## src/logic/dcache_consts.svh

```systemverilog
// Data cache geometry constants
//   Word width, words per line (also burst length)
//   Set and way counts, replacement LFSR width
//   Derived address-field and line widths
`ifndef DCACHE_CONSTS_SVH
`define DCACHE_CONSTS_SVH

// --------------------------------------
// Base geometry
// --------------------------------------
`define DC_XLEN       32   // Data and address width
`define DC_WORDS      4    // Words per line, burst length
`define DC_SETS       16   // Number of sets
`define DC_WAYS       2    // Associativity
`define DC_LFSR_BITS  7    // Victim LFSR width

// --------------------------------------
// Derived widths
// --------------------------------------
`define DC_BYTE_BITS  2                                  // Byte in word
`define DC_OFFS_BITS  $clog2(`DC_WORDS)                  // Word in line
`define DC_IDX_BITS   $clog2(`DC_SETS)                   // Set index
`define DC_TAG_BITS   (`DC_XLEN - `DC_BYTE_BITS - `DC_OFFS_BITS - `DC_IDX_BITS)
`define DC_LINE_BITS  (`DC_XLEN * `DC_WORDS)             // Whole line
`define DC_WAY_BITS   $clog2(`DC_WAYS)                   // Way number

`endif
```

## src/logic/dcache_pkg.sv

```systemverilog
// Data cache shared types
//   Address-field, line and way vectors
//   Bus command encoding
//   Front-end and bus-controller FSM states
`default_nettype none

`include "dcache_consts.svh"

package dcache_pkg;

  typedef logic [`DC_XLEN     -1:0] word_t;  // Data or address word
  typedef logic [`DC_TAG_BITS -1:0] tag_t;   // Address tag
  typedef logic [`DC_IDX_BITS -1:0] idx_t;   // Set index
  typedef logic [`DC_OFFS_BITS-1:0] offs_t;  // Word within line
  typedef logic [`DC_LINE_BITS-1:0] line_t;  // One cache line
  typedef logic [`DC_WAYS     -1:0] ways_t;  // One-hot way vector

  // Commands from front end to bus controller
  typedef enum logic [1:0] {
    BIUCMD_NONE,
    BIUCMD_READ_SINGLE,   // Non-cacheable read
    BIUCMD_READ_BURST,    // Line fill
    BIUCMD_WRITE_SINGLE   // Write-through
  } biucmd_t;

  typedef enum logic [2:0] {
    HIT_IDLE,
    HIT_LOOKUP,   // Tags compared this cycle
    HIT_BUSWAIT,  // Bus transfer running
    HIT_ACK,      // Waiting for req to drop
    HIT_FLUSH     // Invalidate sweep and flush handshake
  } hit_state_t;

  typedef enum logic [1:0] {
    BIU_IDLE,
    BIU_STROBE,   // Strobe held until accepted
    BIU_BEATS,    // Counting data beats
    BIU_DONE      // Command ack cycle
  } biu_state_t;

endpackage

`default_nettype wire

```

## src/logic/dcache_setup.sv

```systemverilog
// Request capture stage
//   Registers the CPU request when the front end is idle
//   One-cycle request pulse towards lookup and front end
//   Tag and index split for the memory lookup
`timescale 1ns/1ps
`default_nettype none

`include "dcache_consts.svh"

module dcache_setup (
  input  wire logic              clk_i,
  input  wire logic              rst_ni,

  input  wire logic              mem_req_i,
  input  wire logic              busy_i,          // Front end occupied
  input  wire dcache_pkg::word_t mem_adr_i,
  input  wire logic              mem_we_i,
  input  wire dcache_pkg::word_t mem_d_i,
  input  wire logic              is_cacheable_i,

  output logic                   req_o,           // One-cycle pulse
  output dcache_pkg::word_t      adr_o,
  output logic                   we_o,
  output dcache_pkg::word_t      d_o,
  output logic                   cacheable_o,
  output dcache_pkg::idx_t       rd_idx_o,
  output dcache_pkg::tag_t       rd_tag_o
);

  logic capture;

  assign capture = mem_req_i & ~busy_i;

  always_ff @(posedge clk_i or negedge rst_ni) begin
    if (!rst_ni) req_o <= 1'b0;
    else         req_o <= capture;
  end

  // Request fields, held until the next capture
  always_ff @(posedge clk_i) begin
    if (capture) begin
      adr_o       <= mem_adr_i;
      we_o        <= mem_we_i;
      d_o         <= mem_d_i;
      cacheable_o <= is_cacheable_i;
    end
  end

  // Address split for lookup
  assign rd_idx_o = adr_o[`DC_BYTE_BITS + `DC_OFFS_BITS +: `DC_IDX_BITS];
  assign rd_tag_o = adr_o[`DC_XLEN-1 -: `DC_TAG_BITS];

endmodule

`default_nettype wire

```

## config.mk

```make
export PLATFORM = sky130hd
export DESIGN_NAME = dcache_setup
export DESIGN_NICKNAME = d
export VERILOG_FILES = /design/src/logic/dcache_pkg.sv /design/src/logic/dcache_setup.sv
export VERILOG_INCLUDE_DIRS = /design/src /design/src/logic
export SDC_FILE = /design/constraint.sdc
export NUM_CORES = 1
export LEC_CHECK = 0
export BUFFER_PORTS_ARGS = -buffer_cell sky130_fd_sc_hd__buf_2
export CORE_MARGIN = 4
export CORE_UTILIZATION = 36
export CTS_CLUSTER_DIAMETER = 60
export DETAILED_ROUTE_END_ITERATION = 10
export GPL_ROUTABILITY_DRIVEN = 0
export HOLD_SLACK_MARGIN = 0.15
export PLACE_DENSITY = 0.76
export SETUP_SLACK_MARGIN = 0.15
export SYNTH_ARGS = -nofsm -noshare
export SYNTH_HDL_FRONTEND = slang
export SYNTH_SLANG_ARGS = --single-unit
```

## constraint.sdc

```tcl
create_clock -name clk_i -period 0.8 [get_ports clk_i]
set_clock_uncertainty 0.05 [all_clocks]
set_input_delay 0.16 -clock clk_i [delete_from_list [all_inputs] [get_ports clk_i]]
set_output_delay 0.16 -clock clk_i [all_outputs]
set_load 0.02 [all_outputs]
```

# After elaboration in Yosys (flattened, before gate mapping)
# Index checks and enable logic that the tools add are counted.
dict set report classes {
  n_bitwise 2
}
# op count
set op_table {}
lappend op_table {{bitwise AND 1 bit} 1}
lappend op_table {{inverter 1 bit} 1}
dict set report word_totals {
  ff_bits 67
  input_bits 70
  output_inout_bits 95
}

# Depth between registers and ports, before layout
# Gate-level depths: netlist (run 1).
dict set report depth {
  depth_word 2
  mapped_depth 1
  depth_no_buf 1
}

# Worst setup path after synthesis (run 1)
# No wires, ideal clock.
dict set report synth_timing {
  kind {input to register}
  from {input mem_req_i}
  to {register adr_o[0] (enable)}
  slack_ns -0.851
  stages 1
  t_arrival_ns 1.199
  path_cell_list {nor2b_4}
}
dict set report synth_via {
  elab_chain_len 1
}
# element line
set synth_rtl {}
lappend synth_rtl {{start, declared} dcache_setup.sv:14} ;# input wire logic mem_req_i,
lappend synth_rtl {{bitwise AND 1 bit} dcache_setup.sv:32} ;# assign capture = mem_req_i & ~busy_i;
lappend synth_rtl {{end signal, assigned} dcache_setup.sv:42} ;# adr_o <= mem_adr_i;
lappend synth_rtl {{end, declared} dcache_setup.sv:22} ;# output dcache_pkg::word_t adr_o,
# Every way passes these cells.
# A chain may end at the register's enable or synchronous reset.

# Final worst setup path (run 1)
dict set report layout_timing {
  from {register adr_o[18]}
  to {output adr_o[18]}
}
# No word-level cell between the ends.

==> results.py, run 1 <==
metrics = {
    "global_routing": {
        "grt_pass1_wl_um": 7997,
        "grt_use_total_pct": 15.20,
        "grt_max_degree": 17,
        "antenna_found_initial": 0,
        "grt_pass1_vias": 1507,
        "overflow": 0,
    },
    "floorplan": {
        "die_area_sq_um": 7520,
        "die_h_um": 86.72,
        "rows": 28,
        "start_util_pct": 37.46,
        "boundaryPins": 165,
        "core_sq_um": 5956,
        "die_w_um": 86.72,
    },
    "timing": {
        "rsz0062_at_grt": "true",
        "fmax_mhz": 872.3,
        "slew_headroom_pct": 89.29,
        "maxSlewViolCount": 0,
        "final.min_clock_period_ps": 1146,
        "hold_violations": 66,
        "timing_worst_slew_pin_value_ps": 160.6,
        "hold_slack_ps": -47.76,
        "fin_crit_sh_pct": 143.3,
        "finalSetupViolCount": 102,
        "setup_ws_ps": -346.4,
    },
    "critical_path": {
        "cp-end-kind": "output pin",
        "cp-start-kind": "register",
        "worst_path_dominant_cell_family": "flip-flops",
        "criticalPathCategory": "reg2out",
        "cp.required_ps": 590,
        "slowest_delay_ps": 450,
        "cp_cell_sequence": "buf_6",
        "cp_num_buf_inv": 1,
        "cp_data_arrival_time_ps": 940,
        "critPathMaxFanout": 2,
        "cp_slowest_cell": "edfxtp_1",
    },
    "cts": {
        "cts_buffer_depth": 2,
        "cts_tree": "done",
        "htree_levels": 3,
        "hold_buffers": 1,
        "cts_sinks": 67,
        "path_clk_slew_ps": 70,
        "cts_root_buf": "clkbuf_8",
        "cts_buffers": 9,
    },
    "finish": {
        "final_net_count": 332,
        "mostFrequentLayoutCell": "buf_2",
        "stdcell_count": 342,
        "layout-drive-gt1-share_pct": 73.41,
        "diodes": 0,
        "final_cell_mix": "buf_2 (97), buf_6 (75), edfxtp_1 (66), clkbuf_8 (9), buf_16 (5)",
        "area_delta_synth_final_pct": 73.81,
    },
    "synth": {
        "ys_top_cells_by_area": "edfxtp_1 (89%), buf_4 (9.4%), dfrtp_1 (1.1%)",
        "yosys_warnings": 0,
        "yosysTopAreaCellShare_pct": 88.84,
        "ys_seq_area_share_pct": 89.96,
        "syn_inst": 96,
        "synth_area_sq_um": 2231,
        "ys_ff_latch": 67,
        "yosysTopAreaCell": "edfxtp_1",
        "avgSynthCellArea_sq_um": 23.24,
        "synth_fp_nets": 166,
        "ys_types": 4,
    },
    "detailed_routing": {
        "dr_total_vias": 1463,
        "wl_met3_um": 747,
        "post_drt_wl_per_cell_um": 17.72,
        "wl_um": 6060,
        "wl_met1_um": 1790,
        "detail-route-antenna-nets": 0,
        "drt_iter0_markers": 51,
        "dr_wl_met2_um": 3413,
        "drt-pass1-iter-count": 6,
        "vias_per_cell": 4.278,
        "drcViolationCount": 0,
        "top_layer_used": "met4",
    },
    "power_and_ir_drop": {
        "powerDensity_nw_per_um2": 2135,
        "finalPower_uw": 8279,
        "irDropWorstVdd_v": 0.001140,
        "p_leak_uw": 0.001672,
    },
    "run_status": {
        "run_status": "finished, violations left",
        "failed_checks": "negative hold slack, negative setup slack",
    },
    "min_path": {
        "hp-class": "in2reg",
    },
    "place": {
        "io_buffers": 164,
        "place_inst": 310,
        "dpl.hpwl_um": 4136,
    },
    "job": {
        "cap_violations": 0,
    },
}
[routing by layer]
layer  global-route usage, %  vias to the layer above
li1                        -                      668
met1                   14.05                      691
met2                   27.33                       95
met3                   7.129                        9
met4                   8.215                        0
met5                       0                        -
[where the power goes]
group / switching (uW) / internal [uW]
clock: 1180 / 1430
sequential: 131 / 4130
combinational: 686 / 729
total: 2000 / 6280
[synthesized netlist by cell type, drive strengths merged]
library cell / n
dfrtp: 1
nor2b: 1
buf: 28
edfxtp: 66
[state kept, by name (all words and copies together), names as in the netlist]
name         count
cacheable_o      1
adr_o           32
d_o             32
we_o             1
req_o            1
[final timing paths]
path / startpoint / to / slack, ps / cells after the start
max in group asynchronous: rst_ni / req_o / 550 / 2
min in group asynchronous: rst_ni / req_o / 70 / 2
hold / removal: mem_adr_i[17] / adr_o[17] / -50 / 1
setup / recovery: adr_o[18] / adr_o[18] / -350 / 1
[stage by stage]
| stage | instance area (sq um) | TNS [ps] | worst slack, ps | util [%] |
|---|---|---|---|---|
| after CTS | 3618 | -29940 | -355.6 | 60.76 |
| after global routing | 3877 | -33000 | -391.4 | 65.11 |
| final | 3877 | -28080 | -346.4 | 65.11 |
| after floorplan | 2336 | -58730 | -851.2 | - |
| after global placement | 2983 | -16590 | -261.4 | 50.08 |
| after detailed placement | 2983 | -16920 | -267.6 | 50.08 |
[logic make-up (layout without fill, tap and decap cells)]
family        count (synthesis)  count (layout)  share of synthesized area, %
buf+inv                      28             199                         9.422
flops                        67              67                         89.96
simple gates                  1               1                        0.6168
[layout make-up]
| class | instances | area, sq um |
|---|---|---|
| Timing Repair Buffer | 183 | 1578 |
| Clock buffer | 11 | 131.4 |
| Clock inverter | 5 | 53.80 |
| Multi-Input combinational cell | 1 | 13.76 |
| Fill cell | 424 | 2078 |
| Sequential cell | 67 | 2007 |
| Tap cell | 75 | 93.84 |
[repair_timing]
item,CTS,global route
setup buffers,8,1
gates cloned,5,1
setup endpoints to repair,158,154
hold endpoints to repair,67,67
pin swaps,0,0
gates resized for setup,75,73
(Power assumes the default switching activity.)
==> run 2: changes to the inputs <==
--- a/config.mk
+++ b/config.mk
@@ -14,7 +14,6 @@
 export GPL_ROUTABILITY_DRIVEN = 0
 export HOLD_SLACK_MARGIN = 0.15
 export PLACE_DENSITY = 0.76
-export SETUP_SLACK_MARGIN = 0.15
 export SYNTH_ARGS = -nofsm -noshare
 export SYNTH_HDL_FRONTEND = slang
 export SYNTH_SLANG_ARGS = --single-unit
==> constraint.sdc (replaced) <==
create_clock -name clk_i -period 1 [get_ports clk_i]
set_clock_uncertainty 0.05 [all_clocks]
set_input_delay 0.2 -clock clk_i [delete_from_list [all_inputs] [get_ports clk_i]]
set_output_delay 0.2 -clock clk_i [all_outputs]
set_load 0.02 [all_outputs]
==> run 2 against run 1 <==
- the flow finishes with violations (negative setup slack)
- critical path depth did not move
- clock power fell by 31%
- sequential power decreased by 20%
- largest cell class unchanged
- largest power group unchanged
==> results.py, run 2 (synthesis results as in run 1) <==
metrics = {
    "detailed_routing": {
        "vias_per_cell": 4.132,
        "dr_total_vias": 1624,
        "detail-route-antenna-nets": 0,
        "wl_um": 6053,
        "post_drt_wl_per_cell_um": 15.40,
        "drt-pass1-iter-count": 4,
        "drt_iter0_markers": 32,
        "drcViolationCount": 0,
    },
    "global_routing": {
        "grt_use_total_pct": 15.71,
        "overflow": 0,
        "grt_max_degree": 36,
        "grt_pass1_vias": 1707,
        "antenna_found_initial": 0,
        "grt_pass1_wl_um": 8487,
    },
    "finish": {
        "final_area_sq_um": 4254,
        "area_delta_synth_final_pct": 90.69,
        "nFillCells": 395,
        "stdcell_count": 393,
        "final_net_count": 383,
        "multi_input_area_sq_um": 13.76,
        "mostFrequentLayoutCell": "buf_2",
        "regArea_sq_um": 2007,
        "layout-drive-gt1-share_pct": 56.60,
        "diodes": 0,
        "largestRegisters": "adr_o (32), d_o (32)",
        "final_cell_mix": "buf_2 (94), buf_6 (70), dlygate4sd3_1 (68), edfxtp_1 (66), clkbuf_8 (9)",
    },
    "power_and_ir_drop": {
        "p_leak_uw": 0.001812,
        "irDropWorstVdd_v": 0.001108,
        "powerDensity_nw_per_um2": 1508,
    },
    "floorplan": {
        "start_util_pct": 37.46,
        "die_area_sq_um": 7520,
        "die_h_um": 86.72,
        "core_sq_um": 5956,
        "boundaryPins": 165,
        "die_w_um": 86.72,
        "rows": 28,
    },
    "critical_path": {
        "cp-start-kind": "register",
        "cp.required_ps": 750,
        "cp_cell_sequence": "buf_6",
        "path_depth": 1,
        "cp_data_arrival_time_ps": 920,
        "worst_path_dominant_cell_family": "flip-flops",
        "criticalPathCategory": "reg2out",
        "cp-end-kind": "output pin",
        "critPathMaxFanout": 2,
        "cp_slowest_cell": "edfxtp_1",
        "slowest_delay_ps": 440,
        "startpoint": "adr_o[13]",
        "critPathCapture": "adr_o[13]",
        "cp_num_buf_inv": 1,
    },
    "min_path": {
        "hp-class": "in2reg",
    },
    "timing": {
        "hold_violations": 0,
        "final.min_clock_period_ps": 1174,
        "maxSlewViolCount": 0,
        "fin_crit_sh_pct": 117.4,
        "fmax_mhz": 851.6,
        "timing_worst_slew_pin_value_ps": 186.3,
        "rsz0062_at_grt": "true",
        "finalSetupViolCount": 95,
        "setup_ws_ps": -174.3,
        "slew_headroom_pct": 87.58,
    },
    "cts": {
        "cts_root_buf": "clkbuf_8",
        "cts_tree": "done",
        "cts_sinks": 67,
        "htree_levels": 3,
        "cts_buffers": 9,
        "cts_setup_buffers": 0,
        "path_clk_slew_ps": 70,
        "cts_buffer_depth": 2,
    },
    "place": {
        "placed_area_sq_um": 2975,
        "place_inst": 309,
        "io_buffers": 164,
    },
    "run_status": {
        "failed_checks": "negative setup slack",
        "run_status": "finished, violations left",
    },
    "job": {
        "cap_violations": 0,
    },
}
-- run 2: cell count changes in the layout (fill, tap and decap cells not counted), moves of 3 or more --
cell / delta
buf_2: -3
dlygate4sd3_1: +67
buf_16: -5
buf_6: -5
-- run 2: repair_timing --
action,in CTS,in global routing
resized for setup,68,72
endpoints found under the setup margin,95,95
endpoints found under the hold margin,67,0
hold buffers,68,0
-- run 2: worst min-delay path by stage --
| stage | startpoint | endpoint | slack, ps | cells after the start |
|---|---|---|---|---|
| after floorplan | rst_ni | req_o | -150 | 0 |
| after global placement | rst_ni | req_o | -70 | 1 |
| after detailed placement | rst_ni | req_o | -70 | 1 |
| after CTS | busy_i | req_o | 200 | 3 |
| after global routing | busy_i | req_o | 220 | 3 |
| final | busy_i | req_o | 230 | 3 |
-- run 2: layout make-up --
| type | instances | share of cell area, % |
|---|---|---|
| sequential | 67 | 47.18 |
| clock inverter | 6 | 0.7647 |
| timing repair buffer | 234 | 46.53 |
| clock buffer | 10 | 3.000 |
| multi-input combinational | 1 | 0.3235 |
| tap | 75 | 2.206 |
-- run 2: metal layers --
metal  vias up  routed length (um)  track usage (%)
met5         -                   0                0
met4         0                  85            8.074
met3        10                 709            5.703
met2       115                3384            28.03
met1       734                1874            16.01
li1        765                   -                -
-- run 2: report_power, final --
| part | switching, uW | internal (uW) | leakage [uW] |
|---|---|---|---|
| registers | 100 | 3300 | 0.000632 |
| clock network | 925 | 873 | 0.0000771 |
| logic | 559 | 658 | 0.00110 |
-- run 2: stage by stage --
step                      power (uW)  TNS [ps]  util (%)  setup slack [ps]  hold WS, ps
after floorplan                 3903    -46140         -            -691.2       -145.6
after global placement          4195     -4345     49.96            -75.10       -73.22
after detailed placement        4211     -5250     49.96            -90.07       -70.86
after CTS                       6347    -14080     67.65            -199.5        199.6
after global routing            6712    -16880     71.43            -219.2        219.2
final                           6417    -12160     71.43            -174.3        231.1
==> run 3: changes to the inputs <==
--- a/config.mk
+++ b/config.mk
@@ -6,14 +6,15 @@
 export SDC_FILE = /design/constraint.sdc
 export NUM_CORES = 1
 export LEC_CHECK = 0
-export BUFFER_PORTS_ARGS = -buffer_cell sky130_fd_sc_hd__buf_2
 export CORE_MARGIN = 4
-export CORE_UTILIZATION = 36
+export CORE_UTILIZATION = 54
+export CTS_BUF_LIST = sky130_fd_sc_hd__clkbuf_4 sky130_fd_sc_hd__clkbuf_8 sky130_fd_sc_hd__clkbuf_16
 export CTS_CLUSTER_DIAMETER = 60
 export DETAILED_ROUTE_END_ITERATION = 10
+export DONT_BUFFER_PORTS = 1
 export GPL_ROUTABILITY_DRIVEN = 0
 export HOLD_SLACK_MARGIN = 0.15
-export PLACE_DENSITY = 0.76
+export PLACE_DENSITY = 0.72
 export SYNTH_ARGS = -nofsm -noshare
 export SYNTH_HDL_FRONTEND = slang
 export SYNTH_SLANG_ARGS = --single-unit
==> run 3 against run 2 <==
- the flow still finishes with violations (negative setup slack)
- via count fell by 31%
- flip-flop and latch count did not move
- sequential power rose by 7.6%
- highest routed layer unchanged
- final cell count fell by 44%
- clock power rose by 36%
- worst setup slack got worse by 25 ps
- critical path depth did not move
- fmax fell by 2.1%
- global-route usage rose by 2.4 points
- largest power group unchanged
- utilization rose by 9.3 points
- combinational power fell by 61%
- die area fell by 31%
==> results.py, run 3 (synthesis results as in run 1) <==
metrics = {
    "critical_path": {
        "cp_cell_sequence": "buf_6",
        "cp_num_buf_inv": 1,
        "worst_path_dominant_cell_family": "flip-flops",
        "cp.required_ps": 750,
        "cp-end-kind": "output pin",
        "slowest_delay_ps": 460,
        "critPathMaxFanout": 2,
        "cp-start-kind": "register",
        "cp_slowest_cell": "edfxtp_1",
        "criticalPathCategory": "reg2out",
        "cp_data_arrival_time_ps": 950,
    },
    "timing": {
        "final.min_clock_period_ps": 1199,
        "finalSetupViolCount": 95,
        "hold_violations": 0,
        "fin_crit_sh_pct": 119.9,
        "setup_ws_ps": -199.5,
        "slew_headroom_pct": 71.90,
        "rsz0062_at_grt": "true",
        "timing_worst_slew_pin_value_ps": 422.3,
        "finalSetupTns_ps": -10520,
        "maxSlewViolCount": 0,
        "hold_slack_ps": 175.6,
        "fmax_mhz": 833.7,
    },
    "global_routing": {
        "antenna_found_initial": 0,
        "grt_use_total_pct": 18.08,
        "grt_pass1_vias": 1167,
        "grt_pass1_wl_um": 6617,
        "overflow": 0,
        "grt_max_degree": 35,
    },
    "finish": {
        "largestRegisters": "adr_o (32), d_o (32)",
        "multi_input_area_sq_um": 13.76,
        "mostFrequentLayoutCell": "dlygate4sd3_1",
        "nFillCells": 203,
        "diodes": 0,
        "layout-drive-gt1-share_pct": 21.05,
        "regArea_sq_um": 2008,
        "final_area_sq_um": 3228,
        "final_net_count": 236,
        "final_cell_mix": "dlygate4sd3_1 (69), edfxtp_1 (66), buf_6 (13), clkbuf_8 (9), clkinv_4 (4)",
        "area_delta_synth_final_pct": 44.70,
    },
    "place": {
        "io_buffers": 0,
        "placed_area_sq_um": 2221,
    },
    "detailed_routing": {
        "drt-pass1-iter-count": 4,
        "vias_per_cell": 5.050,
        "post_drt_wl_per_cell_um": 22.56,
        "drt_iter0_markers": 81,
        "detail-route-antenna-nets": 0,
        "dr_total_vias": 1116,
        "drcViolationCount": 0,
        "wl_um": 4985,
    },
    "cts": {
        "cts_root_buf": "clkbuf_8",
        "cts_tree": "done",
        "path_clk_slew_ps": 80,
        "cts_sinks": 67,
        "cts_buffers": 9,
        "cts_buffer_depth": 2,
        "htree_levels": 3,
    },
    "job": {
        "cap_violations": 0,
    },
    "floorplan": {
        "die_h_um": 72.28,
        "start_util_pct": 55.77,
        "die_area_sq_um": 5224,
        "boundaryPins": 165,
        "die_w_um": 72.28,
        "rows": 23,
        "core_sq_um": 4000,
    },
    "power_and_ir_drop": {
        "p_leak_uw": 0.001155,
        "irDropWorstVdd_v": 0.001744,
        "finalPower_uw": 6585,
        "powerDensity_nw_per_um2": 2040,
    },
    "run_status": {
        "failed_checks": "negative setup slack",
        "run_status": "finished, violations left",
    },
    "min_path": {
        "min_to": "we_o",
        "holdPathStages": 2,
        "hold_start": "busy_i",
        "hp-class": "in2reg",
    },
}
## run 3: layout make-up
class | instances | share of cell area [%]
tap | 50 | 1.938
timing repair buffer | 87 | 28.41
multi-input combinational | 1 | 0.4264
clock inverter | 7 | 3.178
sequential | 67 | 62.21
clock buffer | 9 | 3.837
## run 3: power by group
part | total, uW | switching (uW) | internal [uW]
Combinational | 476 | 201 | 275
Clock | 2450 | 1030 | 1420
Sequential | 3660 | 350 | 3310
Total | 6590 | 1580 | 5000
## run 3: timing repair
action,4_1_cts,5_1_grt
hold endpoints to repair,68,0
gates resized for setup,13,1
cloned,0,1
hold buffers,69,0
setup buffers,0,2
setup endpoints to repair,95,96
## run 3: worst max-delay path by stage
stage | startpoint | endpoint | slack (ps) | depth (start not counted)
detailed placement | mem_req_i | adr_o[11] | 20 | 2
floorplan | mem_req_i | adr_o[0] | -690 | 1
CTS | adr_o[31] | rd_tag_o[23] | -200 | 0
global route | adr_o[13] | rd_tag_o[5] | -230 | 1
global placement | mem_req_i | d_o[7] | 40 | 2
finish | adr_o[13] | adr_o[13] | -200 | 1
## run 3: stage by stage
stage,std cells,worst slack (ps),utilization [%]
final,221,-199.5,80.70
after floorplan,96,-691.2,-
after CTS,218,-200.0,79.67
after global placement,133,37.31,55.52
after global routing,221,-229.4,80.70
after detailed placement,133,20.31,55.52
## run 3: per-layer routing
layer	routed length (um)	GRT usage, %	vias to the layer above	share of wire, %
li1	-	-	472	-
met5	0	0	-	0
met3	436	4.709	10	8.7
met4	99	8.559	0	2.0
met1	1576	18.45	551	32
met2	2873	33.87	83	58
