[config.mk]
export PLATFORM = sky130hd
export DESIGN_NAME = dcache_biu_ctrl
export DESIGN_NICKNAME = d
export VERILOG_FILES = /design/src/logic/dcache_pkg.sv /design/src/logic/dcache_biu_ctrl.sv
export VERILOG_INCLUDE_DIRS = /design/src /design/src/logic
export SDC_FILE = /design/constraint.sdc
export NUM_CORES = 1
export LEC_CHECK = 0
export ABC_AREA = 1
export BUFFER_PORTS_ARGS = -buffer_cell sky130_fd_sc_hd__buf_2
export CAP_MARGIN = 15
export CORE_AREA = 2 2 127 129
export DETAILED_ROUTE_END_ITERATION = 8
export DIE_AREA = 0 0 129 131
export PLACE_DENSITY = 0.84
export SYNTH_ARGS = -nofsm -noshare
export SYNTH_HDL_FRONTEND = slang
export SYNTH_SLANG_ARGS = --single-unit
[constraint.sdc]
create_clock -name clk_i -period 5.4 [get_ports clk_i]
set_clock_uncertainty 0.2 [all_clocks]
set_input_delay 0.54 -clock clk_i [delete_from_list [all_inputs] [get_ports clk_i]]
set_output_delay 0.54 -clock clk_i [all_outputs]
set_load 0.02 [all_outputs]
[src/logic/dcache_consts.svh]
// Data cache geometry constants
//   Word width, words per line (also burst length)
//   Set and way counts, replacement LFSR width
//   Derived address-field and line widths
`ifndef DCACHE_CONSTS_SVH
`define DCACHE_CONSTS_SVH

// --------------------------------------
// Base geometry
// --------------------------------------
`define DC_XLEN       32   // Data and address width
`define DC_WORDS      4    // Words per line, burst length
`define DC_SETS       16   // Number of sets
`define DC_WAYS       2    // Associativity
`define DC_LFSR_BITS  7    // Victim LFSR width

// --------------------------------------
// Derived widths
// --------------------------------------
`define DC_BYTE_BITS  2                                  // Byte in word
`define DC_OFFS_BITS  $clog2(`DC_WORDS)                  // Word in line
`define DC_IDX_BITS   $clog2(`DC_SETS)                   // Set index
`define DC_TAG_BITS   (`DC_XLEN - `DC_BYTE_BITS - `DC_OFFS_BITS - `DC_IDX_BITS)
`define DC_LINE_BITS  (`DC_XLEN * `DC_WORDS)             // Whole line
`define DC_WAY_BITS   $clog2(`DC_WAYS)                   // Way number

`endif
[src/logic/dcache_pkg.sv]
// Data cache shared types
//   Address-field, line and way vectors
//   Bus command encoding
//   Front-end and bus-controller FSM states
`default_nettype none

`include "dcache_consts.svh"

package dcache_pkg;

  typedef logic [`DC_XLEN     -1:0] word_t;  // Data or address word
  typedef logic [`DC_TAG_BITS -1:0] tag_t;   // Address tag
  typedef logic [`DC_IDX_BITS -1:0] idx_t;   // Set index
  typedef logic [`DC_OFFS_BITS-1:0] offs_t;  // Word within line
  typedef logic [`DC_LINE_BITS-1:0] line_t;  // One cache line
  typedef logic [`DC_WAYS     -1:0] ways_t;  // One-hot way vector

  // Commands from front end to bus controller
  typedef enum logic [1:0] {
    BIUCMD_NONE,
    BIUCMD_READ_SINGLE,   // Non-cacheable read
    BIUCMD_READ_BURST,    // Line fill
    BIUCMD_WRITE_SINGLE   // Write-through
  } biucmd_t;

  typedef enum logic [2:0] {
    HIT_IDLE,
    HIT_LOOKUP,   // Tags compared this cycle
    HIT_BUSWAIT,  // Bus transfer running
    HIT_ACK,      // Waiting for req to drop
    HIT_FLUSH     // Invalidate sweep and flush handshake
  } hit_state_t;

  typedef enum logic [1:0] {
    BIU_IDLE,
    BIU_STROBE,   // Strobe held until accepted
    BIU_BEATS,    // Counting data beats
    BIU_DONE      // Command ack cycle
  } biu_state_t;

endpackage

`default_nettype wire

[src/logic/dcache_biu_ctrl.sv]
// Bus controller FSM
//   Single reads, single writes and four-beat line bursts
//   Strobe held until accepted, beats counted afterwards
//   Read beats shifted into the line buffer
`timescale 1ns/1ps
`default_nettype none

`include "dcache_consts.svh"

module dcache_biu_ctrl (
  input  wire logic                 clk_i,
  input  wire logic                 rst_ni,

  input  wire dcache_pkg::biucmd_t  biucmd_i,
  input  wire dcache_pkg::word_t    adr_i,
  input  wire dcache_pkg::word_t    d_i,

  input  wire logic                 biu_stb_ack_i,
  input  wire logic                 biu_ack_i,
  input  wire dcache_pkg::word_t    biu_q_i,

  output logic                      biucmd_ack_o,
  output dcache_pkg::line_t         biu_line_o,
  output dcache_pkg::word_t         biu_word_o,

  output logic                      biu_stb_o,
  output dcache_pkg::word_t         biu_adri_o,
  output logic                      biu_we_o,
  output dcache_pkg::word_t         biu_d_o,
  output logic                      biu_burst_o
);

  dcache_pkg::biu_state_t state;
  dcache_pkg::offs_t      beat_cnt;
  logic                   last_beat;

  assign last_beat    = biu_ack_i &
                        (~biu_burst_o | (beat_cnt == dcache_pkg::offs_t'(`DC_WORDS-1)));
  assign biucmd_ack_o = (state == dcache_pkg::BIU_DONE);
  assign biu_word_o   = biu_line_o[`DC_LINE_BITS-1 -: `DC_XLEN];  // Single beat lands on top

  always_ff @(posedge clk_i or negedge rst_ni) begin
    if (!rst_ni) begin
      state       <= dcache_pkg::BIU_IDLE;
      biu_stb_o   <= 1'b0;
      biu_we_o    <= 1'b0;
      biu_burst_o <= 1'b0;
      beat_cnt    <= '0;
    end else begin
      case (state)
        dcache_pkg::BIU_IDLE: begin
          if (biucmd_i != dcache_pkg::BIUCMD_NONE) begin
            biu_stb_o   <= 1'b1;
            biu_we_o    <= (biucmd_i == dcache_pkg::BIUCMD_WRITE_SINGLE);
            biu_burst_o <= (biucmd_i == dcache_pkg::BIUCMD_READ_BURST);
            beat_cnt    <= '0;
            state       <= dcache_pkg::BIU_STROBE;
          end
        end

        dcache_pkg::BIU_STROBE: begin
          if (biu_stb_ack_i) begin
            biu_stb_o <= 1'b0;
            state     <= dcache_pkg::BIU_BEATS;
          end
        end

        dcache_pkg::BIU_BEATS: begin
          if (biu_ack_i) beat_cnt <= beat_cnt + 1'b1;
          if (last_beat) state    <= dcache_pkg::BIU_DONE;
        end

        default: state <= dcache_pkg::BIU_IDLE;   // DONE lasts one cycle
      endcase
    end
  end

  // Transfer payload
  always_ff @(posedge clk_i) begin
    if (state == dcache_pkg::BIU_IDLE) begin
      biu_d_o <= d_i;
      if (biucmd_i == dcache_pkg::BIUCMD_READ_BURST)   // Line start
        biu_adri_o <= {adr_i[`DC_XLEN-1:`DC_BYTE_BITS+`DC_OFFS_BITS],
                       {(`DC_BYTE_BITS+`DC_OFFS_BITS){1'b0}}};
      else
        biu_adri_o <= adr_i;
    end
    if (state == dcache_pkg::BIU_BEATS && biu_ack_i)   // Word 0 ends at the bottom
      biu_line_o <= {biu_q_i, biu_line_o[`DC_LINE_BITS-1:`DC_XLEN]};
  end

endmodule

`default_nettype wire

# == After elaboration in Yosys (flattened, before gate mapping) ==
# Cells that the tools add are included.
# op_classes
add_sub_neg,1
eq_ne,10
muxes,10
bitwise_logic,3
n_reduce_logical,9
# op_table
op,count
"== test 2 bit, second input constant",5
two-way mux 2 bit,5
AND reduction 3 bit,3
"inequality test 2 bit, second input constant",4
one-hot mux 2 bit (3 select lines),1
nonzero test 2 bit,3
one-hot mux 2 bit (2 select lines),1
"adder 2 x 1 -> 2 bit, second input constant",1
"== test 2 x 1 -> 1 bit, second input constant",1
zero test 2 bit,1
two-way mux 1 bit,2
one-hot mux 1 bit (2 select lines),1
AND reduction 2 bit,1
AND 1 bit,1
logical AND 1 bit,1
NOT 1 bit,1
OR 1 bit,1
# totals
reg_bits,199
input_bits,102
word_cells,42

# == Longest topological paths before layout ==
# Gate-level depths: netlist of the first run.
# logic_depth
ltp_word,5
depth_mapped,8
depth_no_buf,8

# == Least setup slack after synthesis of the first run ==
# Ideal clock, no wire load.
# synth_timing
path_kind,register to register
startpoint,register state[0]
endpoint,register beat_cnt[0]
arrival_time_ns,3.687
path_slack_ns,1.430
path_stages_with_launch,7
n_path_buf,0
synth_period_minus_slack_ns,3.970
path_cell_list,dfrtp_1 -> inv_1 -> ha_1 -> nand2_1 -> inv_1 -> nand2_1 -> o21ai_2
# synth_via
elab_chain_len,3
# synth_rtl
item,line_no,source
start: declaration,dcache_biu_ctrl.sv:33,dcache_pkg::biu_state_t state;
start signal: assignment,dcache_biu_ctrl.sv:44,state <= dcache_pkg::BIU_IDLE;
start signal: assignment,dcache_biu_ctrl.sv:57,state <= dcache_pkg::BIU_STROBE;
start signal: assignment,dcache_biu_ctrl.sv:64,state <= dcache_pkg::BIU_BEATS;
== test 2 bit / zero test 2 bit (equally long branches),dcache_biu_ctrl.sv:50,case (state)
inequality test 2 bit (no line) / nonzero test 2 bit (equally long branches),n/a,
AND reduction 3 bit (no line),n/a,
end signal: assignment,dcache_biu_ctrl.sv:69,if (biu_ack_i) beat_cnt <= beat_cnt + 1'b1;
end: declaration,dcache_biu_ctrl.sv:34,dcache_pkg::offs_t beat_cnt;
# Several ways; a longest one is shown, not always the timed one.
# A chain may end at the register's enable or synchronous reset.

# == Worst setup path in the final report of the first run ==
# layout_timing
startpoint,register state[0]
endpoint,"register biu_line_o[57], enable pin"
# layout_via
elab_chain_len,2
# layout_rtl
item,line_no,source
== test 2 bit,dcache_biu_ctrl.sv:88,if (state == dcache_pkg::BIU_BEATS && biu_ack_i)
logical AND 1 bit,dcache_biu_ctrl.sv:88,
end signal: assignment,dcache_biu_ctrl.sv:89,"biu_line_o <= {biu_q_i, biu_line_o[`DC_LINE_BITS-1:`DC_XLEN]};"
end: declaration,dcache_biu_ctrl.sv:23,"output dcache_pkg::line_t biu_line_o,"
# No other way between the ends.

==> impl_metrics.csv, run 1 <==
group,metric,value,unit
place,portBuffers,329,
floorplan,die-area,16900,um^2
critical_path,cp-start-kind,"register",
sta,setup_tns,0,ns
sta,worst_slack,2.45,ns
synth,syn_avg_cell_area,22.3,um^2
power,power_leakage,3.66,nW
sta,grt_setup_unrepaired,"false",
power,seqPwrFrac,49.3,%
power,power,4.73,mW
cts,cts_resized,0,
finish,nNetsFinal,717,
synth,yosysSeqAreaShare,91.7,%
routing,antenna_left,0,
critical_path,path_class,"reg -> reg",
critical_path,startpoint,"state[0]",
synth,synth_top_cell_by_area,"edfxtp_1",
cts,post-cts-setup-buffers,0,
power,power.internal,3.19,mW
sta,fmax,339,MHz
min_path,hold_path.class,"in -> reg",
sta,worst_slew_pin_slew,1.12,ns
power,p_sw,1.54,mW
synth,async_flop_share,3.52,%
synth,yosys_warnings,0,
sta,max_slew_margin,25.6,%
critical_path,r2r_start,"state[0]",
synth,synthTopCellsByCount,"edfxtp_1, buf_4, nand2_1",
global_routing,grt_max_degree,91,
sta,hold_viol,0,
synth,ys_ff_latch,199,
floorplan,initial_core_util,41.5,%
cts,cts.sinks,199,
critical_path,cp.arrival,2.80,ns
routing,drt_iter0_markers,219,
cts,cts_made_buffers,17,
sta,min_period,2.95,ns
synth,ys_top_cells_by_area,"edfxtp_1, buf_4, dfrtp_1",
critical_path,ff2ff_path_depth,5,
cts,cts_tree,"yes",
global_routing,overflow,0,
synth,yosysMostFrequentCell,"edfxtp_1",
cts,clk_path_buf_depth,2,
sta,maxSlewViolCount,0,
routing,first_pass_iters,5,
critical_path,end_kind,"register",
power,p_sw_share,32.5,%
routing,wirelength,14100,um
global_routing,grt_util_all_layers,15.7,%
sta,setup_violations,0,
cts,htree_num_levels,4,
synth,synth_top_area_share,89.0,%
sta,period_share,54.6,%
place,dpl.hpwl,10500,um
synth,syn_nets,399,
synth,synthCells,291,
cts,holdBufCountCts,1,
finish,fillerInstances,1227,
floorplan,row_count,46,
global_routing,antenna_found_initial,4,
cts,clk_pin_slew_worst_paths,0.07,ns
floorplan,die_width,129,um
routing,vias,3704,
power,p_clk_share,25.6,%
routing,drc_errors,0,
finish,drive_gt1_share,58.4,%
finish,fin_util,56.1,%
floorplan,fp.coreArea,15600,um^2
critical_path,rr_endpoint,"biu_line_o[57]",
synth,synth_edf_count,192,
global_routing,grt_pass1_vias,3601,
floorplan,io_pins,330,
power,p_per_area,540,nW/um^2
finish,area_growth,35.1,%
synth,synth-main-ff-cell,"edfxtp_1",
critical_path,endpoint,"biu_line_o[57]",
global_routing,grt_pass1_wl,19200,um
cts,clock_latency,0.41,ns
routing,wl_per_cell,16.8,um
min_path,min_path_cells,1,
synth,netlist_area,6470,um^2
cts,cts-root-buf,"clkbuf_16",
place,place_ws,2.47,ns
critical_path,cp_max_fo,90,
synth,yosysUniqueCellTypes,12,
run_status,status,"completed",
power,ir_worst_vdd,0.000296,V
job,cap_violations,0,
critical_path,cp_data_required_time,5.26,ns
routing,vias_per_cell,4.42,
critical_path,reg2reg_slack,2.45,ns
place,gp_congestion,0.825,
floorplan,die-height,131,um
power,combPwrFrac,25.0,%
metal layers:
metal,GRT usage (%),share of wire (%),vias up
met2,27.3,52,208
li1,-,-,1686
met4,6.71,1.7,4
met5,0,0.16,-
met3,7.45,10,20
met1,16.5,36,1786
power groups by stage:
stage	sequential (mW)	clock [mW]	combinational (mW)
6_report	2.33	1.21	1.18
5_1_grt	2.37	1.29	1.28
4_1_cts	2.34	1.24	1.20
3_5_place_dp	2.37	0	1.20
3_3_place_gp	2.35	0	1.18
2_1_floorplan	2.80	0	0.349
worst min path at each step:
stage	startpoint	end
2_1_floorplan	rst_ni	beat_cnt[0]
3_3_place_gp	rst_ni	biu_we_o
3_5_place_dp	rst_ni	biu_we_o
4_1_cts	adr_i[13]	biu_adri_o[13]
5_1_grt	biu_q_i[18]	biu_line_o[114]
6_report	biu_q_i[15]	biu_line_o[111]
stage by stage:
step,hold WS [ns],area (um^2),std cells
CTS,0.0709,8740,836
floorplan,0.0444,6470,291
detailed placement,0.186,8170,805
finish,0.0928,8750,838
global route,0.0628,8740,837
global placement,0.184,8170,805
sequential cells by signal (all words and copies together), names as in the netlist:
register / cells
beat_cnt: 2
biu_we_o: 1
biu_burst_o: 1
state: 2
biu_adri_o: 32
biu_stb_o: 1
biu_line_o: 128
biu_d_o: 32
critical path, cell delays in order (launching register included):
cell and delay (ns):
dfrtp_1 0.43, inv_1 0.14, ha_1 0.23, nand2_1 0.12, inv_4 0.74, buf_4 0.57
cell families after synthesis:
group                      after synthesis  synth area share [%]
DFF                                    199                  91.7
buffers and inverters                   44                  4.41
and+or+nand+nor                         39                  2.34
adders and majority gates                6                  1.16
AOI/OAI and AO/OA                        3                 0.348
cell usage in the layout (no fill, tap or decap), types with 2 or more instances in the layout:
cell         n
clkinv_2     2
clkbuf_16   17
diode_2      2
nand2_1     25
bufinv_16    2
ha_1         5
nor2_1      10
inv_1       10
nand3_1      4
edfxtp_1   192
dfrtp_1      7
clkinv_4     2
inv_6        3
clkbuf_1     2
buf_2      329
area by class of cell:
| type | instances | area, um^2 | share of cell area, % |
|---|---|---|---|
| Tap cell | 216 | 270 | 3.09 |
| Multi-Input combinational cell | 48 | 262 | 2.99 |
| Timing Repair Buffer | 331 | 1660 | 19.0 |
| Clock buffer | 19 | 433 | 4.95 |
| Inverter | 12 | 47.5 | 0.544 |
| Antenna cell | 2 | 5.00 | 0.0572 |
| Sequential cell | 199 | 5940 | 67.9 |
| Clock inverter | 11 | 125 | 1.43 |
No activity file was read; power rests on OpenSTA's default activity.
==> inputs of run 2 (changes only) <==
- CORE_AREA: 2 2 127 129 -> default
- CORE_MARGIN: default -> 2
- CORE_UTILIZATION: default -> 41
- DIE_AREA: 0 0 129 131 -> default
- PLACE_DENSITY: 0.84 -> 0.86
- clock period: 5.4 -> 2.61 ns (I/O delays scaled with it)
==> impl_metrics.csv, run 2 (same netlist as run 1, synthesis figures left out) <==
group,metric,value,unit
run_status,status,"completed",
power,p_clk_share,26.5,%
critical_path,cp-start-kind,"register",
power,seqPwrFrac,46.8,%
cts,post-cts-setup-buffers,0,
floorplan,die-height,130,um
floorplan,io_pins,330,
sta,fmax,462,MHz
global_routing,busiest_layer,"met2",
job,cap_violations,0,
critical_path,ff2ff_path_depth,5,
cts,holdBufCountCts,101,
global_routing,grt_pass1_vias,4314,
routing,first_pass_iters,4,
power,p_sw_share,32.6,%
global_routing,overflow,0,
finish,drive_gt1_share,51.5,%
finish,design_area,9930,um^2
routing,drt_iter0_markers,213,
critical_path,cp.arrival,2.33,ns
place,portBuffers,329,
floorplan,initial_core_util,42.3,%
critical_path,end_kind,"register",
critical_path,reg2reg_slack,0.45,ns
sta,grt_setup_unrepaired,"false",
finish,fillerInstances,1041,
place,dpl_cell_area,8290,um^2
sta,worst_slew_pin_slew,0.613,ns
critical_path,r2r_start,"state[0]",
cts,clk_path_buf_depth,2,
critical_path,path_class,"reg -> reg",
routing,drc_errors,0,
floorplan,die_width,130,um
sta,hold_viol,0,
power,combPwrFrac,26.7,%
critical_path,cp_data_required_time,2.77,ns
floorplan,row_count,45,
cts,htree_num_levels,4,
routing,antenna_left,0,
sta,worst_slack,0.447,ns
global_routing,grt_util_all_layers,20.5,%
power,power_leakage,4.17,nW
finish,area_growth,53.3,%
cts,cts_tree,"yes",
power,p_sw,3.40,mW
global_routing,antenna_found_initial,0,
routing,wirelength,17500,um
power,p_per_area,1050,nW/um^2
finish,nNetsFinal,827,
global_routing,grtUsageMet2,37.2,%
power,power.internal,7.02,mW
global_routing,grtUsageMet1,22.6,%
sta,max_slew_margin,59.1,%
cts,cts.sinks,199,
sta,period_share,82.9,%
cts,cts_made_buffers,17,
routing,wl_per_cell,18.6,um
global_routing,grtUsageMet3,5.78,%
place,place_ws,0.481,ns
finish,mostFrequentLayoutCell,"buf_2",
sta,setup_tns,0,ns
finish,top_register,"biu_line_o",
cts,clock_latency,0.42,ns
sta,min_period,2.16,ns
sta,setup_violations,0,
global_routing,grt_max_degree,42,
finish,mostFrequentLayoutCells,"buf_2, edfxtp_1, dlygate4sd3_1, nand2_1, clkbuf_16",
place,dpl.hpwl,11400,um
finish,largest_reg_flops,128,
floorplan,die-area,16800,um^2
sta,maxSlewViolCount,0,
place,gp_congestion,0.795,
min_path,hp-start,"biu_ack_i",
finish,reg_top3,"biu_line_o (128), biu_adri_o (32), biu_d_o (32)",
finish,n_antenna_cell,0,
routing,vias,4180,
min_path,holdPathEnd,"state[0]",
critical_path,rr_endpoint,"biu_we_o",
global_routing,grt_pass1_wl,24600,um
min_path,min_path_cells,5,
floorplan,fp.coreArea,15300,um^2
min_path,hold_path.class,"in -> reg",
routing,vias_per_cell,4.43,
critical_path,cp_max_fo,22,
cts,clk_pin_slew_worst_paths,0.07,ns
cts,cts-root-buf,"clkbuf_16",
power,ir_worst_vdd,0.000715,V
cts,cts_resized,0,
run 2: worst max-delay path by stage:
stage	start	end	slack, ns	cells past startpoint
2_1_floorplan	state[0]	biu_line_o[0]	-0.62	4
3_3_place_gp	state[0]	biu_line_o[26]	0.53	5
3_5_place_dp	state[0]	biu_line_o[18]	0.48	5
4_1_cts	state[0]	biu_we_o	0.45	5
5_1_grt	state[1]	biu_we_o	0.32	5
6_report	state[0]	biu_we_o	0.45	5
run 2: power groups by stage:
stage	Sequential, mW	Combinational, mW	Clock [mW]
after detailed placement	4.91	2.64	0
after global placement	4.87	2.59	0
after floorplan	5.76	0.729	0
final	4.88	2.78	2.76
after global routing	4.95	2.96	2.92
after CTS	4.85	2.77	2.80
run 2: final cells by class:
cell class                 count  area (um^2)  share of cell area [%]
clock buffer                  19          433                    4.36
clock inverter                13          194                    1.95
inverter                      12         48.8                   0.492
multi-input combinational     48          256                    2.58
sequential                   199         5940                    59.8
tap                          211          264                    2.66
timing repair buffer         441         2790                    28.1
run 2: layer usage:
| layer | wire, um | vias up |
|---|---|---|
| met5 | 0 | - |
| met4 | 463 | 0 |
| met3 | 1120 | 34 |
| met2 | 9570 | 201 |
| met1 | 6350 | 2033 |
| li1 | - | 1912 |
run 2: worst max-delay path, stage by stage (launching register included):
cell and delay, ns:
dfrtp_1 0.42, inv_1 0.11, ha_2 0.59, nand3_1 0.12, dlygate4sd3_1 0.60, nand2_1 0.07
run 2: metrics by stage:
step / std cells / hold slack, ns / utilization, % / power [mW]
floorplan: 291 / -0.235 / - / 6.49
global placement: 810 / -0.101 / 54.1 / 7.46
detailed placement: 810 / -0.0978 / 54.1 / 7.55
CTS: 943 / 0.0444 / 64.8 / 10.4
global route: 943 / 0.0787 / 64.8 / 10.8
finish: 943 / 0.0697 / 64.8 / 10.4
==> inputs of run 3 (changes only) <==
- CORE_AREA: default -> 2 2 127 129
- CORE_MARGIN: 2 -> default
- CORE_UTILIZATION: 41 -> default
- DIE_AREA: default -> 0 0 129 131
- PLACE_DENSITY: 0.86 -> 0.84
- clock period: 2.61 -> 2 ns (I/O delays scaled with it)
==> impl_metrics.csv, run 3 (same netlist as run 1, synthesis figures left out) <==
group,metric,value,unit
run_status,status,"completed",
critical_path,path_buf_inv,3,
critical_path,end_kind,"register",
critical_path,critical-path-slowest-cell,"dfrtp_1",
sta,min_period,1.91,ns
place,portBuffers,329,
global_routing,grt_pass1_vias,4307,
cts,cts-root-buf,"clkbuf_16",
critical_path,ff2ff_path_depth,5,
global_routing,grt_pass1_wl,23000,um
power,p_sw_share,33.6,%
routing,wl_per_cell,17.5,um
job,cap_violations,0,
critical_path,cpPeakStageDelay,0.42,ns
power,p_sw,4.44,mW
power,combPwrFrac,27.3,%
min_path,min_path_cells,5,
critical_path,path_class,"reg -> reg",
critical_path,cp_data_required_time,1.89,ns
finish,nNetsFinal,825,
routing,vias_per_cell,4.50,
global_routing,antenna_found_initial,1,
power,p_clk_share,25.1,%
min_path,hold_path.class,"in -> reg",
finish,largest_reg_flops,128,
floorplan,fp.coreArea,15600,um^2
sta,grt_setup_unrepaired,"false",
global_routing,overflow,0,
floorplan,die-height,131,um
critical_path,reg2reg_slack,0.09,ns
critical_path,cp_max_fo,66,
floorplan,die-area,16900,um^2
finish,mostFrequentLayoutCells,"buf_2, edfxtp_1, dlygate4sd3_1, nand2_1, clkbuf_16",
sta,setup_violations,0,
cts,cts.sinks,199,
critical_path,cp-start-kind,"register",
routing,drc_errors,0,
min_path,hp-start,"biu_stb_ack_i",
cts,htree_num_levels,4,
finish,drive_gt1_share,51.0,%
finish,area_growth,52.6,%
routing,drt_iter0_markers,160,
cts,cts_made_buffers,17,
critical_path,startpoint,"state[0]",
routing,first_pass_iters,5,
finish,fin_util,63.4,%
routing,antenna_left,0,
critical_path,r2r_start,"state[0]",
critical_path,crit_path_cell_trace,"inv_1 -> ha_2 -> nand2_2 -> clkinvlp_4 -> buf_12",
floorplan,die_width,129,um
cts,clk_pin_slew_worst_paths,0.07,ns
critical_path,worst-path-stages,5,
routing,vias,4253,
global_routing,grt_max_degree,67,
sta,worst_slew_pin_slew,0.355,ns
floorplan,io_pins,330,
cts,clock_latency,0.43,ns
sta,max_slew_margin,76.3,%
place,dpl.hpwl,10200,um
cts,clk_path_buf_depth,2,
power,power.internal,8.79,mW
global_routing,grt_util_all_layers,18.8,%
sta,fmax,525,MHz
place,gp_congestion,0.750,
sta,maxSlewViolCount,0,
power,seqPwrFrac,47.6,%
power,power_leakage,4.13,nW
routing,wirelength,16500,um
sta,setup_tns,0,ns
finish,reg_top3,"biu_line_o (128), biu_adri_o (32), biu_d_o (32)",
power,ir_worst_vdd,0.000632,V
critical_path,cp.arrival,1.79,ns
floorplan,initial_core_util,41.5,%
finish,top_register,"biu_line_o",
cts,cts_tree,"yes",
power,power,13.2,mW
sta,period_share,95.3,%
floorplan,row_count,46,
sta,hold_viol,0,
power,p_per_area,1340,nW/um^2
critical_path,critPathTopFamily,"buffers and inverters",
finish,mostFrequentLayoutCell,"buf_2",
==> run 3: changes by cell type in the layout (fill, tap and decap cells not counted), sizes merged <==
cell,previous run,this run
clkbuf,19,17
bufinv,4,1
clkinv,5,7
buf,340,335
clkinvlp,1,2
inv,15,16
dlygate4sd3,101,104
diode,0,1
==> run 3: path summary, 6_finish.rpt <==
path / end
hold / removal: state[1]
min in group asynchronous: biu_stb_o
hold reg to reg: biu_line_o[16]
max in group asynchronous: beat_cnt[0]
setup reg to reg: biu_line_o[8]
setup / recovery: biu_line_o[8]
==> run 3: area by class of cell <==
| type | count | area (um^2) |
|---|---|---|
| flip-flops and latches | 199 | 5940 |
| fillers | 1083 | 5720 |
| repair buffers | 439 | 2780 |
| clock buffers | 17 | 425 |
| well taps | 216 | 270 |
| multi-input cells | 48 | 269 |
| clock inverters | 14 | 143 |
| inverters | 12 | 48.8 |
| diodes | 1 | 2.50 |
==> run 3: metrics by stage <==
step                cells  hold WS, ns  setup slack [ns]  area, um^2
global placement      810       -0.153             0.184        8270
floorplan             291       -0.296             -1.23        6480
finish                946       0.0300            0.0938        9880
global route          946       0.0394           0.00539        9880
detailed placement    810       -0.154             0.142        8270
CTS                   945      0.00463             0.112        9880
==> run 3: tightest hold or removal path: stages <==
cell     delay (ns)
buf_2          0.11
nor2_1         0.12
a21oi_2        0.07
nand3_1        0.07
nand2_1        0.05
==> run 3: repair_timing <==
item / 4_1_cts / 5_1_grt
hold buffers: 104 / 0
setup endpoints to repair: 0 / 2
buffers inserted: 0 / 0
hold endpoints to repair: 107 / 0
resized for setup: 0 / 1
==> run 3: power by group through the flow <==
stage / clock, mW / sequential (mW) / combinational (mW)
final: 3.32 / 6.30 / 3.61
after global routing: 3.53 / 6.40 / 3.87
after CTS: 3.37 / 6.27 / 3.59
after detailed placement: 0 / 6.35 / 3.43
after global placement: 0 / 6.31 / 3.36
after floorplan: 0 / 7.52 / 0.952
==> run 3: routing by layer <==
metal / up-vias / track usage (%) / wire length [um]
li1: 1912 / - / -
met1: 2043 / 18.7 / 5570
met2: 262 / 34.1 / 8890
met3: 36 / 6.76 / 1590
met4: 0 / 10.3 / 486
met5: - / 0 / 0
